### src/verilog/kx7_pkg.sv
package kx7_pkg;

    ////////////////////////////////////////////////////////////
    // Widths that carry a meaning
    ////////////////////////////////////////////////////////////

    typedef logic [31:0] bus_addr_t;   // Host bus address
    typedef logic [31:0] bus_data_t;   // Host bus data word
    typedef logic [7:0]  cmd_byte_t;   // One command byte
    typedef logic [4:0]  cmd_len_t;    // Command length, 0 to 16 bytes
    typedef logic [4:0]  fifo_cnt_t;   // FIFO occupancy, 0 to 16 words

    ////////////////////////////////////////////////////////////
    // Sizes
    ////////////////////////////////////////////////////////////

    localparam int CMD_MEM_DEPTH = 16;
    localparam int CMD_ADDR_W    = $clog2(CMD_MEM_DEPTH);  // Byte index into command memory

    localparam int FIFO_DEPTH         = 16;
    localparam int FIFO_PTR_W         = $clog2(FIFO_DEPTH);
    localparam int FIFO_NEAR_FULL_LVL = 12;

    localparam int          RX_FRAME_BITS = 24;     // Payload bits per frame
    localparam logic [7:0]  RX_ID         = 8'h04;  // Goes into word bits 31:24

    ////////////////////////////////////////////////////////////
    // Address map
    ////////////////////////////////////////////////////////////

    // Byte register space, below the data window
    localparam bus_addr_t CMD_MEM_BASE    = 32'h0000_0000;  // 0x00..0x0F command bytes
    localparam bus_addr_t CMD_START_ADDR  = 32'h0000_0010;  // Write only
    localparam bus_addr_t CMD_LEN_ADDR    = 32'h0000_0011;
    localparam bus_addr_t CMD_STATUS_ADDR = 32'h0000_0012;  // Bit 0 cmd_ready

    localparam bus_addr_t RX_CTRL_ADDR    = 32'h0000_0020;  // Bit 0 receive enable
    localparam bus_addr_t RX_STATUS_ADDR  = 32'h0000_0021;
    localparam bus_addr_t RX_RESET_ADDR   = 32'h0000_0022;  // Write only, clears sticky flags

    localparam bus_addr_t FIFO_COUNT_ADDR = 32'h0000_0030;

    // Full word reads from here up, each read pops one word
    localparam bus_addr_t FIFO_DATA_BASE  = 32'h8000_0000;

endpackage
### src/verilog/kx7_if_top.sv
module kx7_if_top
    import kx7_pkg::*;
(
    input  logic       bus_clk,
    input  logic       rst_n,

    // Host bus
    input  bus_addr_t  bus_add,
    input  logic       bus_wr,
    input  logic       bus_rd,
    input  bus_data_t  bus_data_in,
    output bus_data_t  bus_data_out,

    // Front end serial lines
    input  logic       rx_data,
    output logic       cmd_data,
    output logic       cmd_ready,

    output logic [8:1] led
);

    logic                  cmd_mem_we;
    logic [CMD_ADDR_W-1:0] cmd_mem_addr;
    cmd_byte_t             cmd_mem_wdata;
    cmd_byte_t             cmd_mem_rdata;
    logic                  cmd_start;
    cmd_len_t              cmd_len;

    logic                  rx_enable;
    logic                  push;
    bus_data_t             push_data;

    logic                  pop;
    bus_data_t             pop_data;
    fifo_cnt_t             count;
    logic                  full, near_full, not_empty;
    logic                  overflow, read_error, flag_clear;

    ////////////////////////////////////////////////////////////
    // Blocks
    ////////////////////////////////////////////////////////////

    bus_ctrl i_bus_ctrl (
        .bus_clk(bus_clk), .rst_n(rst_n),
        .bus_add(bus_add), .bus_wr(bus_wr), .bus_rd(bus_rd),
        .bus_data_in(bus_data_in), .bus_data_out(bus_data_out),
        .cmd_mem_we(cmd_mem_we), .cmd_mem_addr(cmd_mem_addr),
        .cmd_mem_wdata(cmd_mem_wdata), .cmd_mem_rdata(cmd_mem_rdata),
        .cmd_start(cmd_start), .cmd_len(cmd_len), .cmd_ready(cmd_ready),
        .rx_enable(rx_enable),
        .pop(pop), .pop_data(pop_data), .count(count),
        .overflow(overflow), .read_error(read_error), .flag_clear(flag_clear)
    );

    cmd_seq i_cmd_seq (
        .bus_clk(bus_clk), .rst_n(rst_n),
        .cmd_mem_we(cmd_mem_we), .cmd_mem_addr(cmd_mem_addr),
        .cmd_mem_wdata(cmd_mem_wdata), .cmd_mem_rdata(cmd_mem_rdata),
        .cmd_start(cmd_start), .cmd_len(cmd_len), .cmd_ready(cmd_ready),
        .cmd_data(cmd_data)
    );

    rx_deser i_rx_deser (
        .bus_clk(bus_clk), .rst_n(rst_n),
        .rx_enable(rx_enable), .rx_data(rx_data),
        .push(push), .push_data(push_data)
    );

    data_fifo i_data_fifo (
        .bus_clk(bus_clk), .rst_n(rst_n),
        .push(push), .push_data(push_data),
        .pop(pop), .pop_data(pop_data),
        .count(count), .full(full), .near_full(near_full), .not_empty(not_empty),
        .overflow(overflow), .read_error(read_error), .flag_clear(flag_clear)
    );

    // Status LEDs
    assign led[1] = rx_enable;
    assign led[2] = cmd_ready;
    assign led[3] = overflow;
    assign led[4] = full;
    assign led[5] = not_empty;
    assign led[6] = near_full;
    assign led[7] = read_error;
    assign led[8] = !cmd_ready;   // Stream in progress

endmodule

### src/verilog/data_fifo.sv
module data_fifo
    import kx7_pkg::*;
(
    input  logic      bus_clk,
    input  logic      rst_n,

    // Write side, no back-pressure
    input  logic      push,
    input  bus_data_t push_data,

    // Read side
    input  logic      pop,
    output bus_data_t pop_data,

    // Status
    output fifo_cnt_t count,
    output logic      full,
    output logic      near_full,
    output logic      not_empty,
    output logic      overflow,    // Sticky
    output logic      read_error,  // Sticky
    input  logic      flag_clear
);

    bus_data_t             mem [FIFO_DEPTH];
    logic [FIFO_PTR_W-1:0] wr_ptr;
    logic [FIFO_PTR_W-1:0] rd_ptr;
    logic                  do_push;
    logic                  do_pop;

    assign do_push = push && !full;       // Word dropped when full
    assign do_pop  = pop && not_empty;

    ////////////////////////////////////////////////////////////
    // Storage
    ////////////////////////////////////////////////////////////

    always_ff @(posedge bus_clk) begin
        if (do_push) begin
            mem[wr_ptr] <= push_data;
        end
    end

    // Empty reads give zero
    assign pop_data = not_empty ? mem[rd_ptr] : '0;

    ////////////////////////////////////////////////////////////
    // Pointers, count and flags
    ////////////////////////////////////////////////////////////

    always_ff @(posedge bus_clk) begin
        if (!rst_n) begin
            wr_ptr     <= '0;
            rd_ptr     <= '0;
            count      <= '0;
            overflow   <= 1'b0;
            read_error <= 1'b0;
        end else begin
            if (do_push) begin
                wr_ptr <= wr_ptr + 1'b1;    // Wraps at depth
            end
            if (do_pop) begin
                rd_ptr <= rd_ptr + 1'b1;
            end
            case ({do_push, do_pop})
                2'b10:   count <= count + 5'd1;
                2'b01:   count <= count - 5'd1;
                default: count <= count;    // Both or neither
            endcase

            // Clear first so a same-cycle event still sets the flag
            if (flag_clear) begin
                overflow   <= 1'b0;
                read_error <= 1'b0;
            end
            if (push && full) begin
                overflow <= 1'b1;
            end
            if (pop && !not_empty) begin
                read_error <= 1'b1;
            end
        end
    end

    assign full      = (count == fifo_cnt_t'(FIFO_DEPTH));
    assign near_full = (count >= fifo_cnt_t'(FIFO_NEAR_FULL_LVL));
    assign not_empty = (count != '0);

endmodule

### src/verilog/rx_deser.sv
module rx_deser
    import kx7_pkg::*;
(
    input  logic      bus_clk,
    input  logic      rst_n,
    input  logic      rx_enable,
    input  logic      rx_data,    // Serial level from the front end
    output logic      push,
    output bus_data_t push_data
);

    typedef enum logic {
        HUNT,
        CAPTURE
    } rx_state_t;

    rx_state_t                state;
    logic [4:0]               bit_cnt;   // Payload bits taken so far
    logic [RX_FRAME_BITS-1:0] shift_q;   // Payload with the MSB arriving first

    ////////////////////////////////////////////////////////////
    // Frame FSM
    ////////////////////////////////////////////////////////////

    always_ff @(posedge bus_clk) begin
        if (!rst_n) begin
            state   <= HUNT;
            bit_cnt <= '0;
            push    <= 1'b0;
        end else begin
            push <= 1'b0;  // Single cycle strobe
            if (!rx_enable) begin
                // Partial frame is thrown away
                state   <= HUNT;
                bit_cnt <= '0;
            end else begin
                case (state)
                    HUNT: begin
                        if (rx_data) begin   // Start bit
                            state   <= CAPTURE;
                            bit_cnt <= '0;
                        end
                    end
                    CAPTURE: begin
                        bit_cnt <= bit_cnt + 5'd1;
                        if (bit_cnt == 5'(RX_FRAME_BITS - 1)) begin
                            state <= HUNT;
                            push  <= 1'b1;   // Word complete
                        end
                    end
                    default: state <= HUNT;
                endcase
            end
        end
    end

    // Payload shifter
    always_ff @(posedge bus_clk) begin
        if (rx_enable && (state == CAPTURE)) begin
            shift_q <= {shift_q[RX_FRAME_BITS-2:0], rx_data};
        end
    end

    // Shifter holds still in hunt, so the word is stable during push
    assign push_data = {RX_ID, shift_q};

endmodule

### src/verilog/cmd_seq.sv
module cmd_seq
    import kx7_pkg::*;
(
    input  logic                  bus_clk,
    input  logic                  rst_n,

    // Byte memory port from the control module
    input  logic                  cmd_mem_we,
    input  logic [CMD_ADDR_W-1:0] cmd_mem_addr,
    input  cmd_byte_t             cmd_mem_wdata,
    output cmd_byte_t             cmd_mem_rdata,

    // Sequence control
    input  logic                  cmd_start,
    input  cmd_len_t              cmd_len,
    output logic                  cmd_ready,

    // Serial command stream
    output logic                  cmd_data
);

    typedef enum logic {
        IDLE,
        SHIFT
    } cmd_state_t;

    cmd_state_t state;

    cmd_byte_t  mem [CMD_MEM_DEPTH];
    cmd_len_t   len_q;     // Length latched at start
    logic [7:0] bit_cnt;   // Next bit index, byte in 6:3, bit in 2:0
    logic [7:0] bit_end;   // Total bits in this sequence
    cmd_byte_t  cur_byte;
    logic       cur_bit;

    ////////////////////////////////////////////////////////////
    // Command byte memory
    ////////////////////////////////////////////////////////////

    always_ff @(posedge bus_clk) begin
        if (cmd_mem_we) begin
            mem[cmd_mem_addr] <= cmd_mem_wdata;
        end
    end

    assign cmd_mem_rdata = mem[cmd_mem_addr];  // Async read for the host

    ////////////////////////////////////////////////////////////
    // Serializer
    ////////////////////////////////////////////////////////////

    assign bit_end  = {len_q, 3'b000};               // 8 bits per byte
    assign cur_byte = mem[bit_cnt[6:3]];
    assign cur_bit  = cur_byte[3'd7 - bit_cnt[2:0]]; // MSB first

    always_ff @(posedge bus_clk) begin
        if (!rst_n) begin
            state    <= IDLE;
            len_q    <= '0;
            bit_cnt  <= '0;
            cmd_data <= 1'b0;
        end else begin
            case (state)
                IDLE: begin
                    cmd_data <= 1'b0;
                    // Zero length leaves the sequencer idle
                    if (cmd_start && (cmd_len != '0)) begin
                        state    <= SHIFT;
                        len_q    <= cmd_len;
                        cmd_data <= mem[0][7];       // First bit goes out right away
                        bit_cnt  <= 8'd1;
                    end
                end
                SHIFT: begin
                    // Starts while busy are dropped here
                    if (bit_cnt == bit_end) begin
                        state    <= IDLE;
                        cmd_data <= 1'b0;
                        bit_cnt  <= '0;
                    end else begin
                        cmd_data <= cur_bit;
                        bit_cnt  <= bit_cnt + 8'd1;
                    end
                end
                default: state <= IDLE;
            endcase
        end
    end

    assign cmd_ready = (state == IDLE);

endmodule

### src/verilog/bus_ctrl.sv
module bus_ctrl
    import kx7_pkg::*;
(
    input  logic                  bus_clk,
    input  logic                  rst_n,

    // Host bus
    input  bus_addr_t             bus_add,
    input  logic                  bus_wr,
    input  logic                  bus_rd,
    input  bus_data_t             bus_data_in,
    output bus_data_t             bus_data_out,

    // Command sequencer
    output logic                  cmd_mem_we,
    output logic [CMD_ADDR_W-1:0] cmd_mem_addr,
    output cmd_byte_t             cmd_mem_wdata,
    input  cmd_byte_t             cmd_mem_rdata,
    output logic                  cmd_start,
    output cmd_len_t              cmd_len,
    input  logic                  cmd_ready,

    // Receiver
    output logic                  rx_enable,

    // Output FIFO
    output logic                  pop,
    input  bus_data_t             pop_data,
    input  fifo_cnt_t             count,
    input  logic                  overflow,
    input  logic                  read_error,
    output logic                  flag_clear
);

    logic      byte_access;  // Below the data window
    logic      cmd_mem_sel;  // Hits one of the command bytes
    cmd_byte_t len_reg;      // Full byte kept for readback
    bus_data_t rd_word;

    ////////////////////////////////////////////////////////////
    // Address decode
    ////////////////////////////////////////////////////////////

    assign byte_access = (bus_add < FIFO_DATA_BASE);
    assign cmd_mem_sel = (bus_add[31:CMD_ADDR_W] == CMD_MEM_BASE[31:CMD_ADDR_W]);

    // Command memory port, same address for read and write
    assign cmd_mem_addr  = bus_add[CMD_ADDR_W-1:0];
    assign cmd_mem_wdata = bus_data_in[7:0];          // Byte registers keep 7:0
    assign cmd_mem_we    = bus_wr && cmd_mem_sel;

    // Strobes, one cycle wide like bus_wr and bus_rd
    assign cmd_start  = bus_wr && (bus_add == CMD_START_ADDR);
    assign flag_clear = bus_wr && (bus_add == RX_RESET_ADDR);
    assign pop        = bus_rd && !byte_access;       // Data window read

    // Lengths above the memory size clamp to a full sweep
    assign cmd_len = (len_reg > CMD_MEM_DEPTH) ? cmd_len_t'(CMD_MEM_DEPTH)
                                               : cmd_len_t'(len_reg);

    ////////////////////////////////////////////////////////////
    // Read mux
    ////////////////////////////////////////////////////////////

    always_comb begin
        rd_word = '0;  // Unmapped reads give zero
        if (!byte_access) begin
            rd_word = pop_data;                       // Already zero when empty
        end else if (cmd_mem_sel) begin
            rd_word = bus_data_t'(cmd_mem_rdata);
        end else begin
            case (bus_add)
                CMD_LEN_ADDR:    rd_word = bus_data_t'(len_reg);
                CMD_STATUS_ADDR: rd_word = bus_data_t'(cmd_ready);
                RX_CTRL_ADDR:    rd_word = bus_data_t'(rx_enable);
                // Bit 2 carries the FIFO read error next to overflow
                RX_STATUS_ADDR:  rd_word = bus_data_t'({read_error, overflow, rx_enable});
                FIFO_COUNT_ADDR: rd_word = bus_data_t'(count);
                default:         rd_word = '0;
            endcase
        end
    end

    ////////////////////////////////////////////////////////////
    // Registers
    ////////////////////////////////////////////////////////////

    always_ff @(posedge bus_clk) begin
        if (!rst_n) begin
            len_reg      <= '0;
            rx_enable    <= 1'b0;
            bus_data_out <= '0;
        end else begin
            if (bus_wr && (bus_add == CMD_LEN_ADDR)) begin
                len_reg <= bus_data_in[7:0];
            end
            if (bus_wr && (bus_add == RX_CTRL_ADDR)) begin
                rx_enable <= bus_data_in[0];
            end
            // Held until the next read strobe
            if (bus_rd) begin
                bus_data_out <= rd_word;
            end
        end
    end

endmodule

### config.mk
export PLATFORM = sky130hd
export DESIGN_NAME = kx7_if_top
export DESIGN_NICKNAME = d
export VERILOG_FILES = /design/src/verilog/kx7_pkg.sv /design/src/verilog/kx7_if_top.sv /design/src/verilog/data_fifo.sv /design/src/verilog/rx_deser.sv /design/src/verilog/cmd_seq.sv /design/src/verilog/bus_ctrl.sv
export SDC_FILE = /design/constraint.sdc
export NUM_CORES = 1
export LEC_CHECK = 0
export BUFFER_PORTS_ARGS = -buffer_cell sky130_fd_sc_hd__buf_2
export CORE_MARGIN = 1.5
export CORE_UTILIZATION = 65
export CTS_BUF_LIST = sky130_fd_sc_hd__clkbuf_4 sky130_fd_sc_hd__clkbuf_8
export DETAILED_ROUTE_END_ITERATION = 10
export PLACE_DENSITY = 0.81
export SLEW_MARGIN = 20
export SYNTH_ARGS = -nofsm -noshare
export SYNTH_HDL_FRONTEND = slang
export SYNTH_SLANG_ARGS = --single-unit
### constraint.sdc
create_clock -name bus_clk -period 5 [get_ports bus_clk]
set_clock_uncertainty 0.1 [all_clocks]
set_input_delay 0.75 -clock bus_clk [delete_from_list [all_inputs] [get_ports bus_clk]]
set_output_delay 0.75 -clock bus_clk [all_outputs]
set_load 0.005 [all_outputs]
-- Yosys cells after proc, flatten, opt, wreduce, memory -nomap -nowiden
Memories as Yosys holds them, arrays and structs flattened. A register that Yosys moved wholly into a read port is not among the register bits.
Cells that the tools add are included.
- add/subtract/negate cells: 7
- $mul: 0
- div/mod/pow operators: 0
- order comparisons: 4
- eq/ne operators: 14
- shift operators: 0
- multiplexer cells: 34
- bitwise logic cells: 2
- reduce and logical (&&, ||, !) cells: 24
- operators by type and width (cell ; number):
    equality test 32 x 6 -> 1 bit (second input constant) ; 4
    equality test 32 x 5 -> 1 bit (second input constant) ; 3
    2-to-1 mux 32 bit ; 3
    case mux 8 bit (5 select lines) ; 1
    less-than comparator 32 bit (second input constant) ; 1
    zero test 28 bit ; 1
    case mux 5 bit (2 select lines) ; 2
    2-to-1 mux 4 bit ; 4
    2-to-1 mux 8 bit ; 2
    case mux 8 bit (2 select lines) ; 1
    2-to-1 mux 1 bit ; 15
    logical AND 1 bit ; 12
    adder 5 x 1 -> 5 bit (second input constant) ; 2
    equality test 5 bit (second input constant) ; 2
    2-to-1 mux 5 bit ; 2
    nonzero test 5 bit ; 2
    adder 4 x 1 -> 4 bit (second input constant) ; 2
    adder 8 x 1 -> 8 bit (second input constant) ; 1
    equality test 8 bit ; 1
    greater-than comparator 8 x 5 -> 1 bit (second input constant) ; 1
    case mux 1 bit (2 select lines) ; 3
    nonzero test 2 bit ; 3
    greater-or-equal comparator 5 x 4 -> 1 bit (second input constant) ; 1
    subtractor 5 x 1 -> 5 bit (second input constant) ; 1
    11 further kinds ; 15
- flip-flop bits (word level): 102
- latch bits: 0
- bits in writable memories: 512
- ROM bits: 0
- bits of input ports: 69
- output and inout port bits: 42
- logic and storage cells: 103
- memories: 2
- memories (memory ; depth ; width ; rd ports ; clocked after memory_dff ; wr ports ; RTL line ; text):
    i_data_fifo.mem ; 16 ; 24 ; 1 ; 1 ; 1 ; data_fifo.sv:25 ; bus_data_t mem [FIFO_DEPTH];
    i_cmd_seq.mem ; 16 ; 8 ; 3 ; 1 ; 1 ; cmd_seq.sv:29 ; cmd_byte_t mem [CMD_MEM_DEPTH];

-- Logic depth before layout (Yosys ltp)
- depth in word-level cells: 8
- mapped depth: 12
- gate-level depth less buffers: 11

-- By module
Synthesis repeated with hierarchy kept, for this count alone.
- cells, all modules: 1604
- area, all modules: 30750.7 µm²
- by module, submodules not included (module ; times used ; cells an instance ; area an instance (µm²) ; seq. area each (µm²)):
    data_fifo ; 1 ; 875 ; 20457.1 ; 15755.1
    cmd_seq ; 1 ; 406 ; 6984.2 ; 4224.1
    bus_ctrl ; 1 ; 246 ; 2142.1 ; 820.8
    rx_deser ; 1 ; 69 ; 1111.1 ; 860.8
    kx7_if_top ; 1 ; 8 ; 56.3 ; 0.0

-- Worst setup path after synthesis
No wires, ideal clock.
- path kind: reg2reg
- start point: reg i_data_fifo.count[0]
- end point: mem i_data_fifo.mem[3][0] (netlist bit) (enable)
- setup time: 435 ps
- arrival: 2803 ps
- required time: 4465 ps
- setup slack: 1662 ps
- cell stages (with the launch flop): 7
- buffers on the path: 1
- period minus slack after synthesis: 3338 ps
- path through: dfxtp_1 -> nor4_1 -> nand2_1 -> and2_1 -> clkbuf_1 -> nand2_1 -> nor3_1
- word-level cells in the longest chain between the ends: 5
- ends and longest elaborated chain (what ; RTL line ; text):
    start, declared ; data_fifo.sv:16 ; output fifo_cnt_t count,
    start signal, assigned ; data_fifo.sv:66 ; 2'b10: count <= count + 5'd1;
    start signal, assigned ; data_fifo.sv:67 ; 2'b01: count <= count - 5'd1;
    start signal, assigned ; data_fifo.sv:68 ; default: count <= count;
    equality test 5 bit ; data_fifo.sv:85 ; assign full = (count == fifo_cnt_t'(FIFO_DEPTH));
    zero test 1 bit ; data_fifo.sv:31 ; assign do_push = push && !full;
    logical AND 1 bit ; data_fifo.sv:31 ;
    2-to-1 mux 1 bit ; data_fifo.sv:39 ; if (do_push) begin
    2-to-1 mux 1 bit (implied by the code) ; data_fifo.sv:40 ; mem[wr_ptr] <= push_data;
    end, declared ; data_fifo.sv:25 ;
Every way passes these cells.

-- Worst setup path after layout
- start point: reg i_data_fifo.count[0]
- end point: reg i_data_fifo.count[4]
- word-level cells in the longest chain between the ends: 5
- elaborated cells on any way between the ends: 11
- those cells by class: add/sub (2); eq/ne (3); mux (1); reduce/logical (5)
- ends and longest elaborated chain (what ; RTL line ; text):
    equality test 5 bit ; data_fifo.sv:85 ;
    zero test 1 bit ; data_fifo.sv:31 ;
    logical AND 1 bit ; data_fifo.sv:31 ;
    equality test 2 x 1 -> 1 bit / equality test 2 bit (equally long branches) ; data_fifo.sv:65 ; case ({do_push, do_pop})
    case mux 5 bit (2 select lines) / nonzero test 2 bit (equally long branches) ; n/a ;
Parallel ways exist; a longest one is shown, timed or not.
A chain may end at the register's enable or synchronous reset.

==> summary.md <==
| Metric | Value |
|---|---|
| Outcome | complete, no violations |
| H-Tree Depth | 3 |
| Synth Area in Compound Gates | roughly 3.9% |
| Final Power | 9.983 mW |
| Largest family of logic cells by synthesized area | multiplexers |
| Core area | 37,930 µm² |
| Power Density | roughly 360 nW/µm² |
| Fmax achieved | between 300 and 400 MHz |
| Max-slew headroom | 22.26% |
| Post-synth EDFFs | ~540 |
| Post-route ant nets | 0 |
| First-pass GRT wire length | just over 80 mm |
| Layout cells sized above 1 | 30.79% |
| Max Transition Viols Final | 0 |
| Setup tns final | 0 ns |
| Routed WL | 54.15 mm |
| Largest regs | i_data_fifo.mem (384), i_cmd_seq.mem (128), i_bus_ctrl.bus_data_out (25) |
| Most Used Layer, Global Route | met2 |
| Adder-Cell Fraction of Synth Area | 0.6756% |
| Hold Crit Class | in -> reg |
| Worst r2r src | i_data_fifo.count[0] |
| Sequential fraction of the synthesis area | between 70% and 80% |
| Critical Path Fanout Max | 22 |
| Peak supply drop | 0.2637 mV |
| Synth warn | 0 |
| Clock root buffer | clkbuf_8 |
| Worst Hold Endpoint | i_rx_deser.shift_q[0] |
| I/O Buffers | slightly below 80 |
| Cells after Synth | 1,358 |
| Fin nets | 1,551 |
| Layout fillers | roughly 2,200 |
| RD Place Congestion | 0.9011 |
| Sw Share | 20.27% |
| Dpl hpwl | 31.49 mm |
| P_int | 7.959 mW |
| Die height | 199.8 µm |
| Clk pwr share | 43.2% |
| CTS Hold Buffers Added | 0 |
| Worst-Skew Late Latency | 0.67 ns |
| Die ar. | 39,940 µm² |
| Most frequent cells in the layout | 536 x edfxtp_1, 168 x mux4_2, 107 x clkbuf_8, 79 x buf_2, 74 x dfxtp_1 |
| Postcts setup bufs | 0 |
| TritonCTS clock tree | yes |
| Clock Sinks | 615 |
| Met3 usage | 4.721% |
| Setup crit start kind | flip-flop |
| Cell depth of the worst flop-to-flop path | 11 |
| # IOs | 111 |
| Fin crit share | between 60% and 70% |
| GR Util met1 | 37.24% |
| Sequential share of power | ~55% |
| Antenna violations before repair | 0 |
| Worst Hold Depth | 1 |
| Vias in the first global route | roughly 14,000 |
| Number of remaining DRC errors | 0 |
| Min Clock Period, post-route | 3.299 ns |
| Number of synthesized register bits | 615 |
| Kind of critical path | reg -> reg |
| Simple-gate portion of the synthesized area | 5.306% |
| Clock slew at reported path FFs | about 0.060 ns |
| Combinational cell fraction of total power | 1.5% |
| Commonest non-fill, non-tap cell in the layout | edfxtp_1 |
| Area delta synth->final | 11.37% |
| Syn_area_per_cell | approximately 19 µm² |
| TritonCTS Buffers | 94 |
| Row count | slightly above 70 |
| Worst reg2reg path endpoint | i_data_fifo.count[4] |
| CP Capture Type | flip-flop |
| FFs w/ async S/R, synth | 0% |
| Die width | 199.8 µm |
| Via density | between 6 and 7 |
| Vias | 13,240 |
| RSZ-0062 raised after global routing | no |
| Worst EP required | 5.50 ns |
| Psw | between 2 and 2.5 mW |
| Gr ovfl total | 0 |
| Register bank with the most flops | i_data_fifo.mem |
| Max cap viols | 0 |
| Final setup viols | 0 |
| GRT Util Overall | 28.42% |
| CTS resizes | 0 |
| DR WL/cell | around 26 µm |
| Diode count | 0 |
| DR pass1 iterations | 5 |
| Largest register FFs | between 300 and 400 |
| Xor and xnor fraction of the mapped netlist area | less than 1% |
| Post-synthesis mux area share | between 10% and 20% |
| Synthesized area | approximately 25,000 µm² |
| Starting density of the core | 66.40% |
| Met2 Track Usage GR | 48.52% |
| Worst Hold Launch | rx_data |
| Measured slew at the worst slew-check pin | 1.163 ns |
| Number of distinct library cells after synthesis | 58 |
| Iteration-0 DRC Markers | 1,425 |
| CTS Buffer Depth | 3 |
| Synth Flop Type | edfxtp_1 |
| Static leakage | around 9 nW |
| Largest net degree at the start of global routing | ~50 |
| WP data arrival | 3.79 ns |
| R2r setup slk | 1.70 ns |
| Fin. Hold Viols | 0 |
-- power by group through the flow --
| stage | clock network, mW | logic [mW] | registers (mW) |
|---|---|---|---|
| floorplan | 0 | 0.0843 | 5.63 |
| global placement | 0 | 0.146 | 5.63 |
| detailed placement | 0 | 0.150 | 5.63 |
| CTS | 4.36 | 0.150 | 5.52 |
| global route | 4.59 | 0.159 | 5.52 |
| finish | 4.31 | 0.151 | 5.52 |
-- critical path, cell delays in order (launching register included) --
cell,delay (ns)
dfxtp_1,0.37
nor4_1,0.40
nand2b_1,0.19
nor2b_2,0.19
buf_4,0.25
ha_1,0.36
fa_1,0.43
a21o_1,0.20
a21oi_1,0.17
xor2_1,0.09
or3_1,0.32
a21boi_0,0.17
-- cell usage after synthesis, types with 3 or more instances --
cell	count	share of area, %
nor4_1	6	0.15
dfxtp_1	79	6.3
a221o_1	3	0.12
nor2b_1	27	0.67
a21boi_0	17	0.51
o21ai_0	17	0.34
nor2_1	52	0.78
a21o_1	3	0.089
buf_6	5	0.22
buf_4	16	0.48
nor3_1	8	0.16
a22oi_1	6	0.18
clkbuf_1	44	0.66
a21oi_1	19	0.38
o211ai_1	17	0.51
a31oi_1	5	0.12
mux2_2	20	0.89
inv_1	11	0.16
and2_1	17	0.42
xnor2_1	12	0.42
o21ai_1	6	0.12
and3_1	5	0.12
nor4_2	4	0.20
mux2i_1	35	1.4
nand2_1	53	0.79
nand3_1	22	0.44
nand3b_1	6	0.18
buf_1	5	0.075
ha_1	12	0.60
mux4_2	168	15
a221oi_1	4	0.14
xor2_1	4	0.14
a211oi_1	12	0.36
edfxtp_1	536	64
buf_2	21	0.42
a21boi_1	19	0.57
or3_1	5	0.12
nor4_4	3	0.25
nand2b_1	22	0.55
nand4_1	9	0.22
-- worst max-delay path by stage --
stage | from | to | cells after the start
6_report | i_data_fifo.count[0] | i_data_fifo.count[4] | 11
2_1_floorplan | i_data_fifo.count[0] | i_data_fifo.mem[3][0] | 6
3_5_place_dp | bus_add[31] | i_cmd_seq.mem[7][6] | 6
4_1_cts | i_data_fifo.count[0] | i_data_fifo.count[4] | 11
3_3_place_gp | bus_add[31] | i_cmd_seq.mem[15][3] | 6
5_1_grt | i_data_fifo.count[0] | i_data_fifo.count[4] | 11
-- layer usage --
layer / up-vias / routed length, µm
li1: 5716 / -
met1: 6727 / 20050
met2: 691 / 28070
met3: 109 / 4483
met4: 0 / 1537
met5: - / 0
-- kinds of logic (layout without fill, tap and decap cells) --
family,Yosys count,count (layout)
compound gates,143,143
xor+xnor,16,16
fa+ha+maj,13,13
buf+inv,102,287
flops,615,615
mux,223,223
other cells,1,7
simple gates,245,245
-- per-stage QoR --
step                      utilization [%]  worst slack (ns)  instances  cell area (µm²)  hold WS (ns)
after floorplan                         -             1.662       1364            25210        0.3425
after global placement              68.70             1.316       1884            26060        0.3539
after detailed placement            68.70             1.226       1884            26060        0.3639
after CTS                           73.95             1.676       2060            28050        0.2361
after global routing                73.95             1.515       2060            28050        0.2503
final                               73.95             1.701       2060            28050        0.2618
-- area by class of cell --
| type | count | area (µm²) | share of cell area, % |
|---|---|---|---|
| clock inverters | 42 | 312.8 | 1.115 |
| multi-input cells | 647 | 7137 | 25.44 |
| flip-flops and latches | 615 | 17690 | 63.07 |
| clock buffers | 134 | 1675 | 5.973 |
| repair buffers | 100 | 553.0 | 1.972 |
| inverters | 11 | 41.29 | 0.1472 |
| well taps | 511 | 639.4 | 2.279 |
(Power assumes the default switching activity.)
